<file path="config.mk">
export PLATFORM = sky130hd
export DESIGN_NAME = pcie_app_top
export DESIGN_NICKNAME = d
export VERILOG_FILES = /design/src/pcie_app_pkg.sv /design/src/pcie_app_if.sv /design/src/pcie_rx.sv /design/src/app_regs.sv /design/src/pcie_tx.sv /design/src/pcie_app_top.sv
export SDC_FILE = /design/constraint.sdc
export NUM_CORES = 1
export LEC_CHECK = 0
export BUFFER_PORTS_ARGS = -buffer_cell sky130_fd_sc_hd__buf_2
export CAP_MARGIN = 10
export CORE_UTILIZATION = 61
export DETAILED_ROUTE_END_ITERATION = 7
export MAX_ROUTING_LAYER = met4
export PLACE_DENSITY = 0.8
export SLEW_MARGIN = 20
export SYNTH_ARGS = -nofsm -noshare
export SYNTH_HDL_FRONTEND = slang
export SYNTH_SLANG_ARGS = --single-unit
</file>
<file path="constraint.sdc">
create_clock -name clock -period 10.6 [get_ports clock]
set_input_delay 1.06 -clock clock [delete_from_list [all_inputs] [get_ports clock]]
set_output_delay 1.06 -clock clock [all_outputs]
set_load 0.01 [all_outputs]
</file>
<file path="src/pcie_app_pkg.sv">
package pcie_app_pkg;

   typedef logic [63:0] qword_t;
   typedef logic [12:0] qword_addr_t;
   typedef logic [23:0] rid_tag_t;
   typedef logic [15:0] pcie_id_t;
   typedef logic [63:0] host_addr_t;
   typedef logic [3:0]  lower_addr_t;
   typedef logic [15:0] count_t;
   typedef logic [7:0]  keep_t;
   typedef logic [3:0]  led_t;

   typedef enum logic [1:0] {
      rx_header,
      rx_address,
      rx_payload
   } rx_state_t;

   typedef enum logic [1:0] {
      tx_idle,
      tx_beat1,
      tx_beat2,
      tx_beat3
   } tx_state_t;

   // fmt and type fields of DW0, bits 30 to 24
   localparam logic [6:0] mrd32 = 7'h00;
   localparam logic [6:0] mrd64 = 7'h20;
   localparam logic [6:0] mwr32 = 7'h40;
   localparam logic [6:0] mwr64 = 7'h60;
   localparam logic [6:0] cpld  = 7'h4a;

   // qword register map
   localparam qword_addr_t reg_scratch     = 13'd0;
   localparam qword_addr_t reg_cpl_count   = 13'd1;
   localparam qword_addr_t reg_write_count = 13'd2;
   localparam qword_addr_t reg_read_count  = 13'd3;
   localparam qword_addr_t reg_dma_write   = 13'd100;
   localparam qword_addr_t reg_dma_read    = 13'd101;

   localparam logic [31:0] bad_addr_marker = 32'hdeadbeef;
   localparam qword_t      write_seed      = 64'h100;
   localparam led_t        led_reset       = 4'h5;

endpackage

</file>
<file path="src/pcie_app_if.sv">
interface rx_req_if;
   logic                       write_valid;
   logic                       read_valid;
   logic                       completion_valid;
   pcie_app_pkg::qword_t       data;
   pcie_app_pkg::qword_addr_t  address;
   pcie_app_pkg::rid_tag_t     rid_tag;

   modport parser (output write_valid, read_valid, completion_valid, data, address, rid_tag);
   modport consumer (input write_valid, read_valid, completion_valid, data, address, rid_tag);
endinterface

interface tx_req_if;
   // completion channel
   logic                       cpl_valid;
   pcie_app_pkg::rid_tag_t     cpl_rid_tag;
   pcie_app_pkg::lower_addr_t  cpl_lower_addr;
   pcie_app_pkg::qword_t       cpl_data;
   logic                       cpl_ready;
   // outgoing memory write
   logic                       wr_valid;
   pcie_app_pkg::host_addr_t   wr_addr;
   pcie_app_pkg::qword_t       wr_data;
   logic                       wr_ready;
   // outgoing memory read
   logic                       rd_valid;
   pcie_app_pkg::host_addr_t   rd_addr;
   logic                       rd_ready;
   // a TLP is still on its way out
   logic                       busy;

   modport requester (output cpl_valid, cpl_rid_tag, cpl_lower_addr, cpl_data,
                      output wr_valid, wr_addr, wr_data, rd_valid, rd_addr,
                      input cpl_ready, wr_ready, rd_ready, busy);
   modport builder (input cpl_valid, cpl_rid_tag, cpl_lower_addr, cpl_data,
                    input wr_valid, wr_addr, wr_data, rd_valid, rd_addr,
                    output cpl_ready, wr_ready, rd_ready, busy);
endinterface

</file>
<file path="src/pcie_rx.sv">
module pcie_rx (
   input  logic                 clock,
   input  logic                 rst_n,
   input  logic                 tvalid,
   input  logic                 tlast,
   input  pcie_app_pkg::qword_t tdata,
   rx_req_if.parser             req
);

   pcie_app_pkg::rx_state_t state;
   logic [6:0]              fmt_type;
   logic                    two_dw;
   logic                    is_cpl;
   logic                    done;

   assign is_cpl = (fmt_type == pcie_app_pkg::cpld);

   // last beat of a TLP whose header has been taken
   assign done = tvalid && tlast && (state != pcie_app_pkg::rx_header);

   always_ff @(posedge clock)
   begin
      if (!rst_n)
      begin
         state <= pcie_app_pkg::rx_header;
      end
      else if (tvalid)
      begin
         case (state)
            pcie_app_pkg::rx_header:
            begin
               if (!tlast)
               begin
                  state <= pcie_app_pkg::rx_address;
               end
            end
            pcie_app_pkg::rx_address:
            begin
               if (tlast)
               begin
                  state <= pcie_app_pkg::rx_header;
               end
               else
               begin
                  state <= pcie_app_pkg::rx_payload;
               end
            end
            default:
            begin
               if (tlast)
               begin
                  state <= pcie_app_pkg::rx_header;
               end
            end
         endcase
      end
   end

   // strobes land one cycle after the tlast beat
   always_ff @(posedge clock)
   begin
      if (!rst_n)
      begin
         req.write_valid      <= 1'b0;
         req.read_valid       <= 1'b0;
         req.completion_valid <= 1'b0;
      end
      else
      begin
         req.write_valid      <= done && (fmt_type == pcie_app_pkg::mwr32);
         req.read_valid       <= done && (fmt_type == pcie_app_pkg::mrd32);
         req.completion_valid <= done && is_cpl;
      end
   end

   always_ff @(posedge clock)
   begin
      if (tvalid)
      begin
         case (state)
            pcie_app_pkg::rx_header:
            begin
               fmt_type    <= tdata[30:24];
               two_dw      <= (tdata[9:0] == 10'd2);
               // requester id and tag sit in DW1 bits 31 to 8
               req.rid_tag <= tdata[63:40];
            end
            pcie_app_pkg::rx_address:
            begin
               // completions carry no address in DW2
               if (!is_cpl)
               begin
                  req.address <= tdata[15:3];
               end
               req.data <= {32'h0, tdata[63:32]};
            end
            default:
            begin
               if (two_dw)
               begin
                  req.data[63:32] <= tdata[31:0];
               end
            end
         endcase
      end
   end

endmodule

</file>
<file path="src/app_regs.sv">
module app_regs (
   input  logic               clock,
   input  logic               rst_n,
   input  logic               to_turnoff,
   rx_req_if.consumer         rx,
   tx_req_if.requester        tx,
   output logic               turnoff_ok,
   output pcie_app_pkg::led_t led
);

   pcie_app_pkg::qword_t      scratch;
   pcie_app_pkg::count_t      cpl_count;
   pcie_app_pkg::count_t      write_count;
   pcie_app_pkg::count_t      read_count;
   pcie_app_pkg::qword_t      read_data;
   pcie_app_pkg::rid_tag_t    read_rid_tag;
   pcie_app_pkg::lower_addr_t read_lower;
   logic                      read_done;
   logic                      pending;

   always_ff @(posedge clock)
   begin
      if (!rst_n)
      begin
         scratch     <= '0;
         cpl_count   <= '0;
         write_count <= '0;
         read_count  <= '0;
         led         <= pcie_app_pkg::led_reset;
      end
      else
      begin
         if (rx.write_valid)
         begin
            led         <= rx.data[3:0];
            write_count <= write_count + 16'd1;
            if (rx.address == pcie_app_pkg::reg_scratch)
            begin
               scratch <= rx.data;
            end
         end
         // inbound completion data lands in scratch
         if (rx.completion_valid)
         begin
            scratch   <= rx.data;
            cpl_count <= cpl_count + 16'd1;
         end
         if (rx.read_valid)
         begin
            read_count <= read_count + 16'd1;
         end
      end
   end

   always_ff @(posedge clock)
   begin
      if (rx.read_valid)
      begin
         read_rid_tag <= rx.rid_tag;
         read_lower   <= rx.address[3:0];
         case (rx.address)
            pcie_app_pkg::reg_scratch:     read_data <= scratch;
            pcie_app_pkg::reg_cpl_count:   read_data <= pcie_app_pkg::qword_t'(cpl_count);
            pcie_app_pkg::reg_write_count: read_data <= pcie_app_pkg::qword_t'(write_count);
            pcie_app_pkg::reg_read_count:  read_data <= pcie_app_pkg::qword_t'(read_count);
            default:
               read_data <= pcie_app_pkg::qword_t'({rx.address, pcie_app_pkg::bad_addr_marker});
         endcase
      end
   end

   // completion holding register, one deep
   always_ff @(posedge clock)
   begin
      if (!rst_n)
      begin
         read_done    <= 1'b0;
         tx.cpl_valid <= 1'b0;
      end
      else
      begin
         read_done <= rx.read_valid;
         if (read_done)
         begin
            tx.cpl_valid <= 1'b1;
         end
         else if (tx.cpl_ready)
         begin
            tx.cpl_valid <= 1'b0;
         end
      end
   end

   always_ff @(posedge clock)
   begin
      if (read_done)
      begin
         tx.cpl_rid_tag    <= read_rid_tag;
         tx.cpl_lower_addr <= read_lower;
         tx.cpl_data       <= read_data;
      end
   end

   // doorbells
   always_ff @(posedge clock)
   begin
      if (!rst_n)
      begin
         tx.wr_valid <= 1'b0;
         tx.rd_valid <= 1'b0;
         tx.wr_data  <= pcie_app_pkg::write_seed;
      end
      else
      begin
         if (rx.write_valid && (rx.address == pcie_app_pkg::reg_dma_write))
         begin
            tx.wr_valid <= 1'b1;
         end
         else if (tx.wr_ready)
         begin
            tx.wr_valid <= 1'b0;
         end
         if (rx.write_valid && (rx.address == pcie_app_pkg::reg_dma_read))
         begin
            tx.rd_valid <= 1'b1;
         end
         else if (tx.rd_ready)
         begin
            tx.rd_valid <= 1'b0;
         end
         if (tx.wr_ready)
         begin
            tx.wr_data <= tx.wr_data + 64'd1;
         end
      end
   end

   always_ff @(posedge clock)
   begin
      if (rx.write_valid && (rx.address == pcie_app_pkg::reg_dma_write))
      begin
         tx.wr_addr <= rx.data;
      end
      if (rx.write_valid && (rx.address == pcie_app_pkg::reg_dma_read))
      begin
         tx.rd_addr <= rx.data;
      end
   end

   assign pending = tx.cpl_valid || tx.wr_valid || tx.rd_valid || tx.busy;

   // hold off the power-off ack while anything is outstanding
   always_ff @(posedge clock)
   begin
      if (!rst_n)
      begin
         turnoff_ok <= 1'b0;
      end
      else
      begin
         turnoff_ok <= to_turnoff && !pending;
      end
   end

endmodule

</file>
<file path="src/pcie_tx.sv">
module pcie_tx (
   input  logic                   clock,
   input  logic                   rst_n,
   input  pcie_app_pkg::pcie_id_t pcie_id,
   tx_req_if.builder              req,
   input  logic                   tready,
   output logic                   tvalid,
   output logic                   tlast,
   output pcie_app_pkg::qword_t   tdata,
   output pcie_app_pkg::keep_t    tkeep
);

   pcie_app_pkg::tx_state_t  state;
   pcie_app_pkg::tx_state_t  last_state;
   pcie_app_pkg::tx_state_t  next_last;
   pcie_app_pkg::qword_t     beat1;
   pcie_app_pkg::qword_t     beat2;
   pcie_app_pkg::qword_t     beat3;
   pcie_app_pkg::qword_t     next_beat1;
   pcie_app_pkg::qword_t     next_beat2;
   pcie_app_pkg::qword_t     next_beat3;
   pcie_app_pkg::keep_t      last_keep;
   pcie_app_pkg::keep_t      next_keep;
   pcie_app_pkg::host_addr_t addr;
   logic [31:0]              lo_addr;
   logic                     hi_addr;
   logic [31:0]              dw0;
   logic [31:0]              dw1;
   logic [7:0]               tag;
   logic                     idle;
   logic                     start;

   assign idle  = (state == pcie_app_pkg::tx_idle);
   assign start = idle && (req.cpl_valid || req.wr_valid || req.rd_valid);

   // fixed priority: completion, write, read
   assign req.cpl_ready = idle && req.cpl_valid;
   assign req.wr_ready  = idle && !req.cpl_valid && req.wr_valid;
   assign req.rd_ready  = idle && !req.cpl_valid && !req.wr_valid && req.rd_valid;
   assign req.busy      = !idle;

   always_comb
   begin
      addr       = req.wr_valid ? req.wr_addr : req.rd_addr;
      lo_addr    = {addr[31:2], 2'b00};
      // a 4DW header only when the address needs it
      hi_addr    = |addr[63:32];
      dw1        = {pcie_id, tag, 8'hff};
      next_keep  = hi_addr ? 8'hff : 8'h0f;
      next_beat3 = '0;
      if (req.cpl_valid)
      begin
         dw0        = {1'b0, pcie_app_pkg::cpld, 14'd0, 10'd2};
         // completer id, successful status, byte count 8
         dw1        = {pcie_id, 3'b000, 1'b0, 12'd8};
         next_beat2 = {req.cpl_data[31:0], req.cpl_rid_tag, 1'b0, req.cpl_lower_addr, 3'b000};
         next_beat3 = {32'h0, req.cpl_data[63:32]};
         next_keep  = 8'h0f;
         next_last  = pcie_app_pkg::tx_beat3;
      end
      else if (req.wr_valid)
      begin
         dw0 = {1'b0, hi_addr ? pcie_app_pkg::mwr64 : pcie_app_pkg::mwr32, 14'd0, 10'd2};
         if (hi_addr)
         begin
            next_beat2 = {lo_addr, addr[63:32]};
            next_beat3 = req.wr_data;
         end
         else
         begin
            next_beat2 = {req.wr_data[31:0], lo_addr};
            next_beat3 = {32'h0, req.wr_data[63:32]};
         end
         next_last = pcie_app_pkg::tx_beat3;
      end
      else
      begin
         dw0 = {1'b0, hi_addr ? pcie_app_pkg::mrd64 : pcie_app_pkg::mrd32, 14'd0, 10'd2};
         if (hi_addr)
         begin
            next_beat2 = {lo_addr, addr[63:32]};
         end
         else
         begin
            next_beat2 = {32'h0, lo_addr};
         end
         next_last = pcie_app_pkg::tx_beat2;
      end
      next_beat1 = {dw1, dw0};
   end

   always_ff @(posedge clock)
   begin
      if (!rst_n)
      begin
         state      <= pcie_app_pkg::tx_idle;
         last_state <= pcie_app_pkg::tx_beat3;
         tag        <= '0;
      end
      else
      begin
         case (state)
            pcie_app_pkg::tx_idle:
            begin
               if (start)
               begin
                  state      <= pcie_app_pkg::tx_beat1;
                  last_state <= next_last;
               end
            end
            pcie_app_pkg::tx_beat1:
            begin
               if (tready)
               begin
                  state <= pcie_app_pkg::tx_beat2;
               end
            end
            pcie_app_pkg::tx_beat2:
            begin
               if (tready)
               begin
                  state <= tlast ? pcie_app_pkg::tx_idle : pcie_app_pkg::tx_beat3;
               end
            end
            default:
            begin
               if (tready)
               begin
                  state <= pcie_app_pkg::tx_idle;
               end
            end
         endcase
         // tags only matter for reads
         if (req.rd_ready)
         begin
            tag <= tag + 8'd1;
         end
      end
   end

   always_ff @(posedge clock)
   begin
      if (start)
      begin
         beat1     <= next_beat1;
         beat2     <= next_beat2;
         beat3     <= next_beat3;
         last_keep <= next_keep;
      end
   end

   assign tvalid = !idle;
   assign tlast  = tvalid && (state == last_state);
   assign tkeep  = tlast ? last_keep : 8'hff;

   always_comb
   begin
      case (state)
         pcie_app_pkg::tx_beat1: tdata = beat1;
         pcie_app_pkg::tx_beat2: tdata = beat2;
         pcie_app_pkg::tx_beat3: tdata = beat3;
         default:                tdata = '0;
      endcase
   end

endmodule

</file>
<file path="src/pcie_app_top.sv">
module pcie_app_top (
   input  logic                   clock,
   input  logic                   rst_n,
   input  logic                   link_up,
   input  logic                   rx_tvalid,
   input  logic                   rx_tlast,
   input  pcie_app_pkg::qword_t   rx_tdata,
   input  logic                   tx_tready,
   output logic                   tx_tvalid,
   output logic                   tx_tlast,
   output pcie_app_pkg::qword_t   tx_tdata,
   output pcie_app_pkg::keep_t    tx_tkeep,
   input  pcie_app_pkg::pcie_id_t pcie_id,
   input  logic                   to_turnoff,
   output logic                   turnoff_ok,
   output pcie_app_pkg::led_t     led
);

   logic app_rst_n;

   rx_req_if rx_req ();
   tx_req_if tx_req ();

   // held in reset while the link is down
   always_ff @(posedge clock)
   begin
      app_rst_n <= rst_n && link_up;
   end

   pcie_rx pcie_rx_i (
      .clock  (clock),
      .rst_n  (app_rst_n),
      .tvalid (rx_tvalid),
      .tlast  (rx_tlast),
      .tdata  (rx_tdata),
      .req    (rx_req.parser)
   );

   app_regs app_regs_i (
      .clock      (clock),
      .rst_n      (app_rst_n),
      .to_turnoff (to_turnoff),
      .rx         (rx_req.consumer),
      .tx         (tx_req.requester),
      .turnoff_ok (turnoff_ok),
      .led        (led)
   );

   pcie_tx pcie_tx_i (
      .clock   (clock),
      .rst_n   (app_rst_n),
      .pcie_id (pcie_id),
      .req     (tx_req.builder),
      .tready  (tx_tready),
      .tvalid  (tx_tvalid),
      .tlast   (tx_tlast),
      .tdata   (tx_tdata),
      .tkeep   (tx_tkeep)
   );

endmodule

</file>
## Word level (Yosys, flattened, before mapping)

Cells that the tools add are included.

- Bits in read-only memories: 0
- RAM bits: 0
- Input port bits: 87
- Latch bits: 0
- Output and inout port bits: 79
- Memories kept: 0
- Register bits: 824

- Bitwise gates (word level): 4
- Order comparisons: 0
- Div/mod/pow operators: 0
- Mux-type cells: 39
- Eq/ne operators: 17
- Shift-type cells: 0
- Add/sub/neg operators: 5
- Reduce and logical (&&, ||, !) cells: 46
- Multiply operators: 0

Operators with widths:

| cell | count |
|---|---|
| $mux W64 | 8 |
| $pmux W64 S4 | 1 |
| $pmux W64 S3 | 1 |
| $mux W32 | 4 |
| $add A64 B1 Y64 const B | 1 |
| $pmux W32 S2 | 1 |
| $add A16 B1 Y16 const B | 3 |
| $reduce_or A32 Y1 | 1 |
| $mux W31 | 1 |
| $eq A13 B2 Y1 const B | 2 |
| $eq A13 B7 Y1 const B | 2 |
| $mux W8 | 3 |
| $mux W2 | 9 |
| $logic_and A1 B1 Y1 | 16 |
| $reduce_bool A2 Y1 | 8 |
| $eq A7 B7 Y1 const B | 2 |
| $eq A13 B1 Y1 const B | 1 |
| $logic_not A13 Y1 | 1 |
| $mux W6 | 2 |
| $eq A10 B2 Y1 const B | 1 |
| $reduce_and A3 Y1 | 3 |
| $add A8 B1 Y8 const B | 1 |
| $ne A2 B2 Y1 const B | 4 |
| $reduce_and A2 Y1 | 4 |
| 14 further kinds | 31 |

## Longest topological paths before layout

Gate-level depths: netlist of run 1.

- Word-level depth: 6
- Gate-level depth with buffers: 9
- Depth with buffers taken out: 6

## Cells and area by module

Synthesis of run 1 repeated with hierarchy kept, for this count alone.

- Cells, all modules: 2414
- Area total of the unflattened synthesis: 31572.8 um^2

By module, submodules not included:

| module | area each (um^2) | sequential area each (um^2) | instances | cells an instance |
|---|---|---|---|---|
| app_regs | 17982.2 | 13072.5 | 1 | 1337 |
| pcie_tx | 9816.9 | 4904.7 | 1 | 901 |
| pcie_rx | 3747.3 | 3373.2 | 1 | 174 |
| pcie_app_top | 26.3 | 20.0 | 1 | 2 |

## Worst setup path after synthesis of run 1

Ideal clock, no wire load.

- Path type: register -> register
- From: register pcie_rx_i.req.address[0]
- To: register app_regs_i.tx.rd_addr[10] (enable)
- Setup time: 0.660 ns
- Setup slack: 2.362 ns
- Arrival time: 7.578 ns
- Period minus slack after synthesis: 8.238 ns
- Stages on the path, launching flop included: 4
- Buffers on the path: 2
- Cells stage by stage: edfxtp_1 buf_2 buf_1 nor4b_1

- Longest elaborated chain between the ends: 2

RTL lines:

| element | line | source |
|---|---|---|
| start: declaration | pcie_app_if.sv:9 | `modport parser (output write_valid, read_valid, completion_valid, data, address, rid_tag);` |
| start signal: assignment | pcie_rx.sv:93 | `req.address <= tdata[15:3];` |
| $eq A13 B7 Y1 | app_regs.sv:144 | `if (rx.write_valid && (rx.address == pcie_app_pkg::reg_dma_read))` |
| $logic_and A1 B1 Y1 | app_regs.sv:144 |  |
| end signal: assignment | app_regs.sv:146 | `tx.rd_addr <= rx.data;` |
| end: declaration | pcie_app_if.sv:33 | `output wr_valid, wr_addr, wr_data, rd_valid, rd_addr,` |

No other way between the ends.
A chain may end at the register's enable or synchronous reset.

## Final worst setup path of run 1

- From: register app_regs_i.tx.wr_valid
- To: register app_regs_i.tx.wr_data[56]

- Longest elaborated chain between the ends: 1

RTL lines:

| element | line | source |
|---|---|---|
| start: declaration | pcie_app_if.sv:33 |  |
| start signal: assignment | app_regs.sv:109 | `tx.wr_valid <= 1'b0;` |
| start signal: assignment | app_regs.sv:117 | `tx.wr_valid <= 1'b1;` |
| start signal: assignment | app_regs.sv:121 | `tx.wr_valid <= 1'b0;` |
| $logic_and A1 B1 Y1 | pcie_tx.sv:38 | `assign req.wr_ready = idle && !req.cpl_valid && req.wr_valid;` |
| end signal: assignment | app_regs.sv:111 | `tx.wr_data <= pcie_app_pkg::write_seed;` |
| end signal: assignment | app_regs.sv:133 | `tx.wr_data <= tx.wr_data + 64'd1;` |
| end: declaration | pcie_app_if.sv:33 |  |

No other way between the ends.

==> results of run 1 <==
worst min-delay path by stage:
stage / from / end / slack, ps / cells past startpoint
detailed placement: pcie_rx_i.req.rid_tag[8] / app_regs_i.read_rid_tag[8] / 400 / 0
finish: app_regs_i.read_data[9] / app_regs_i.tx.cpl_data[9] / 420 / 0
global route: pcie_rx_i.req.rid_tag[11] / app_regs_i.read_rid_tag[11] / 420 / 0
global placement: app_regs_i.read_data[22] / app_regs_i.tx.cpl_data[22] / 400 / 0
floorplan: pcie_rx_i.req.rid_tag[0] / app_regs_i.read_rid_tag[0] / 400 / 0
CTS: pcie_rx_i.req.rid_tag[5] / app_regs_i.read_rid_tag[5] / 420 / 0
logic make-up after synthesis:
kind of cell | after synthesis | synth area share, %
and+or+nand+nor | 886 | 14.8
DFF | 775 | 68.3
AOI/OAI and AO/OA | 350 | 7.66
buffers and inverters | 199 | 2.53
muxes | 114 | 4.42
xor gates and xnor gates | 74 | 2.08
adders and majority gates | 5 | 0.201
other | 1 | 0.0121
flip-flops by register name, indices dropped and copies added (netlist names), 13 cells and up:
signal	cells
app_regs_i.read_data	64
app_regs_i.scratch	64
app_regs_i.tx.cpl_data	64
app_regs_i.tx.wr_data	64
pcie_rx_i.req.data	64
pcie_tx_i.beat2	64
pcie_tx_i.beat3	64
app_regs_i.tx.rd_addr	62
app_regs_i.tx.wr_addr	62
pcie_tx_i.beat1	28
app_regs_i.read_rid_tag	24
app_regs_i.tx.cpl_rid_tag	24
pcie_rx_i.req.rid_tag	24
app_regs_i.cpl_count	16
app_regs_i.read_count	16
app_regs_i.write_count	16
pcie_rx_i.req.address	13
power by group:
part	internal (mW)	total, mW	switching [mW]
registers	3.24	3.25	0.00691
clock network	1.58	2.72	1.14
logic	0.0186	0.0556	0.0369
worst max-delay path: stages, from the launching register on:
cell and delay (ps):
dfxtp_4 910, nor4b_4 620, nand4_1 760, or4b_1 1120, or4_1 600, a21oi_1 170
cell usage after synthesis (37+ instances only):
cell type	count	area (um2)
nand2_1	297	1110
nor2_1	103	387
nand3_1	37	185
and2_1	97	607
nor2b_1	70	438
edfxtp_1	573	17200
dfxtp_1	202	4040
nand4_1	102	638
clkbuf_1	138	518
xnor2_1	45	394
mux2i_1	71	711
a21oi_1	116	581
through the flow:
| step | instance area, um2 | setup slack (ps) | hold slack [ps] | power, mW | std cells |
|---|---|---|---|---|---|
| global route | 35000 | 6090 | 422 | 6.16 | 3247 |
| finish | 35000 | 6340 | 416 | 6.02 | 3247 |
| floorplan | 31100 | 2360 | 400 | 3.33 | 2407 |
| global placement | 32400 | 6640 | 401 | 3.36 | 3101 |
| CTS | 35000 | 6390 | 417 | 6.04 | 3245 |
| detailed placement | 32400 | 6410 | 405 | 3.37 | 3101 |
layout make-up:
type | instances | share of cell area (%)
well taps | 672 | 2.40
clock inverters | 36 | 0.930
inverters | 28 | 0.308
clock buffers | 108 | 6.31
multi-input cells | 1433 | 26.2
diodes | 1 | 0.00715
repair buffers | 194 | 3.02
flip-flops and latches | 775 | 60.8
per-layer routing:
layer,GRT usage [%],share of wire [%],vias up
li1,-,-,9125
met1,44.7,40,10000
met2,46.5,46,1257
met3,4.96,11,143
met4,9.48,2.6,0
met5,-,0,-
==> results.json, run 1 <==
{
  "rows": 82,
  "core_um2": 50300,
  "powerDensity_nw_per_um2": 172,
  "finClkSkew_ps": 24.9,
  "rsz0062_at_grt": "no",
  "postCtsSetupBuffers": 0,
  "grt_max_degree": 96,
  "cts_hold_buffers": 0,
  "grt_pass1_wl_um": 120000,
  "synth_edf_count": 573,
  "routed_wl_um": 79000,
  "final_cell_mix": "edfxtp_1, nand2_1, dfxtp_1",
  "critPathKind": "register to register",
  "cts.sinks": 775,
  "grt_use_total_pct": 31.3,
  "multi_input_area_um2": 9170,
  "final_common_cell": "edfxtp_1",
  "slew_headroom_pct": 29.6,
  "ioPinCount": 166,
  "critPathLaunch": "app_regs_i.tx.wr_valid",
  "irDropWorstVdd_mv": 0.129,
  "synthesis.area_um2": 31100,
  "reg2reg_depth": 5,
  "yosysSeqAreaShare_pct": 68.3,
  "routedWlPerCell_um": 24.3,
  "cts_root_buf": "clkbuf_16",
  "gp_routability_congestion": 0.952,
  "tightest_slew_ps": 1060,
  "die_h_um": 228,
  "drtPass1Iterations": 6,
  "dieArea_um2": 51900,
  "grt_antenna_before_repair": 2,
  "clkTransAtPathRegs_ps": 60,
  "ys_warn_count": 0,
  "leakage_nw": 10.9,
  "crit_required_ps": 11120,
  "nNetsFinal": 2601,
  "cp-end-kind": "register",
  "fmax_mhz": 235,
  "start_kind": "register",
  "final_util_pct": 69.6,
  "regToRegEndpoint": "app_regs_i.tx.wr_data[56]",
  "seqCellArea_um2": 21300,
  "min_period_ps": 4260,
  "syn_area_per_cell_um2": 12.9,
  "nFillCells": 3349,
  "area_growth_pct": 12.4,
  "portBuffers": 161,
  "vias_per_cell": 6.33,
  "setup_tns_ps": 0,
  "reg2reg_slack_ps": 6340,
  "setup_viol": 0,
  "start_util_pct": 61.9,
  "status": "finished, final reports clean",
  "max-cap-violations": 0,
  "reg2reg_from": "app_regs_i.tx.wr_valid",
  "ys_ff_latch": 775,
  "insertion_delay_ps": 620,
  "die_w_um": 228,
  "final-max-slew-violation-count": 0,
  "drt-initial-drc-count": 2797,
  "cts_tree": "done",
  "holdCritPathClass": "register to register",
  "arrival_ps": 4790,
  "synth.distinct_cells": 52,
  "finalHoldViolations": 0,
  "synthArstFlopShare_pct": 0,
  "synthCells": 2404,
  "cts_resized": 0,
  "grt_pass1_vias": 19500,
  "cts_max_level": 3,
  "period_share_pct": 40.2,
  "ant_nets": 0,
  "drive_above_1_share_pct": 15.2,
  "ys.flop_type": "edfxtp_1",
  "hpwl_um": 53300,
  "clock_path_buffers": 3,
  "crit_end": "app_regs_i.tx.wr_data[56]",
  "vias": 20600,
  "numCtsBuffers": 77,
  "gr-total-overflow": 0,
  "cp_max_fo": 75,
  "drc": 0
}
(Power assumes the default switching activity.)
==> run 2, diff against run 1 <==
clock period = 4.2 ns   (was 10.6 ns; I/O delays follow)
==> run 2 against run 1 <==
Effect of this change: sequential share of layout area fell by 1.3 points; critical endpoint is now app_regs_i.tx.wr_data[58]; global-route usage rose by 0.90 points; fmax rose by 27%; die area did not move; worst setup slack got worse by 5500 ps; non-clock buffer count rose by 61; routed wire length rose by 2.9%; critical path depth rose by 1; cell area rose by 2.1%; first-iteration DRC count rose by 0.25%.
==> results.json, run 2 (synthesis results as in run 1) <==
{
  "clkTransAtPathRegs_ps": 60,
  "hold_depth": 1,
  "rsz0062_at_grt": "no",
  "cp-end-kind": "register",
  "portBuffers": 161,
  "final_util_pct": 71.0,
  "intPower_mw": 12.4,
  "status": "finished, final reports clean",
  "drc": 0,
  "vias": 20800,
  "drt-initial-drc-count": 2804,
  "grt_use_total_pct": 32.2,
  "area_growth_pct": 14.8,
  "rows": 82,
  "gr-total-overflow": 0,
  "irDropWorstVdd_mv": 0.365,
  "ioPinCount": 166,
  "gp_routability_congestion": 0.915,
  "final-instance-count-excl-fill": 3309,
  "regToRegEndpoint": "app_regs_i.tx.wr_data[58]",
  "hpwl_um": 54300,
  "grt_max_degree": 101,
  "leakage_nw": 11.2,
  "seqPwrFrac_pct": 53.1,
  "grt_pass1_vias": 19900,
  "hp-start": "rx_tdata[55]",
  "reg2reg_slack_ps": 840,
  "p_sw_mw": 3.07,
  "grt_pass1_wl_um": 122000,
  "clock_power_share_pct": 45.8,
  "critPathKind": "register to register",
  "cts_max_level": 3,
  "final_cell_mix": "edfxtp_1, nand2_1, dfxtp_1",
  "dieArea_um2": 51900,
  "setup_viol": 0,
  "finalHoldViolations": 0,
  "max-cap-violations": 0,
  "start_kind": "register",
  "drtPass1Iterations": 8,
  "fmax_mhz": 298,
  "arrival_ps": 3890,
  "min_period_ps": 3360,
  "powerDensity_nw_per_um2": 432,
  "drive_above_1_share_pct": 15.5,
  "crit_required_ps": 4730,
  "period_share_pct": 79.9,
  "sw_frac_of_total_pct": 19.9,
  "numCtsBuffers": 77,
  "place_inst": 3112,
  "slew_headroom_pct": 27.8,
  "holdCritPathClass": "input pin to register",
  "start_util_pct": 61.9,
  "cts_root_buf": "clkbuf_16",
  "cp_max_fo": 31,
  "die_w_um": 228,
  "p_comb_share_pct": 1.2,
  "tightest_slew_ps": 1080,
  "routedWlPerCell_um": 24.6,
  "vias_per_cell": 6.29,
  "cts_tree": "done",
  "ant_nets": 0,
  "reg2reg_from": "app_regs_i.tx.wr_valid",
  "finClkSkew_ps": 28.3,
  "insertion_delay_ps": 630,
  "min_to": "pcie_rx_i.req.data[23]",
  "routed_wl_um": 81300,
  "reg2reg_depth": 6,
  "cts.sinks": 775,
  "nNetsFinal": 2662,
  "grt_antenna_before_repair": 1,
  "setup_tns_ps": 0,
  "final_common_cell": "edfxtp_1",
  "clock_path_buffers": 3,
  "core_um2": 50300,
  "cts_resized": 0,
  "die_h_um": 228,
  "final-max-slew-violation-count": 0
}
-- run 2: layer usage --
metal	GRT usage, %	vias up	routed length, um
li1	-	9266	-
met1	44.4	10200	32600
met2	49.3	1220	37900
met3	5.01	143	8370
met4	10.5	0	2460
met5	-	-	0
-- run 2: power groups by stage --
stage          combinational (mW)  clock, mW  sequential [mW]
2_1_floorplan              0.0617          0             8.35
3_3_place_gp                0.136          0             8.36
3_5_place_dp                0.139          0             8.36
4_1_cts                     0.178       7.08             8.19
5_1_grt                     0.191       7.38             8.19
6_report                    0.179       7.07             8.19
-- run 2: how the worst max path moves through the flow --
stage / start / to / slack [ps]
final: app_regs_i.tx.wr_valid / app_regs_i.tx.wr_data[58] / 840
after global placement: app_regs_i.tx.wr_valid / app_regs_i.tx.wr_data[58] / 1030
after detailed placement: app_regs_i.tx.wr_valid / app_regs_i.tx.wr_data[58] / 930
after floorplan: pcie_rx_i.req.read_valid / app_regs_i.read_count[15] / 410
after global routing: app_regs_i.tx.wr_valid / app_regs_i.tx.wr_data[58] / 680
after CTS: app_regs_i.tx.wr_valid / app_regs_i.tx.wr_data[58] / 890
-- run 2: final cells by class --
type                    count  area, um2
inverters                  28        110
diodes                      3       7.51
flip-flops and latches    775      21300
repair buffers            255       1700
clock inverters            36        374
fillers                  3299      14600
multi-input cells        1433       9170
well taps                 672        841
clock buffers             107       2240
-- run 2: critical path, stage by stage (launching register included) --
cell and delay (ps):
dfxtp_4 620, nor4b_4 580, nand4_1 160, buf_4 240, or4b_1 900, or4_1 600
a21oi_1 170
-- run 2: repair_timing --
action,in CTS,in global routing
setup buffers,0,0
setup endpoints to repair,0,0
hold endpoints to repair,67,0
hold buffers,51,0
-- run 2: stage by stage --
stage / total power [mW] / hold slack, ps / setup WS [ps] / cell area, um2
2_1_floorplan: 8.41 / 400 / 409 / 31100
4_1_cts: 15.5 / 2.04 / 889 / 35700
3_3_place_gp: 8.49 / 401 / 1030 / 32600
5_1_grt: 15.8 / 8.07 / 685 / 35700
6_report: 15.4 / 18.5 / 845 / 35700
3_5_place_dp: 8.50 / 405 / 935 / 32600
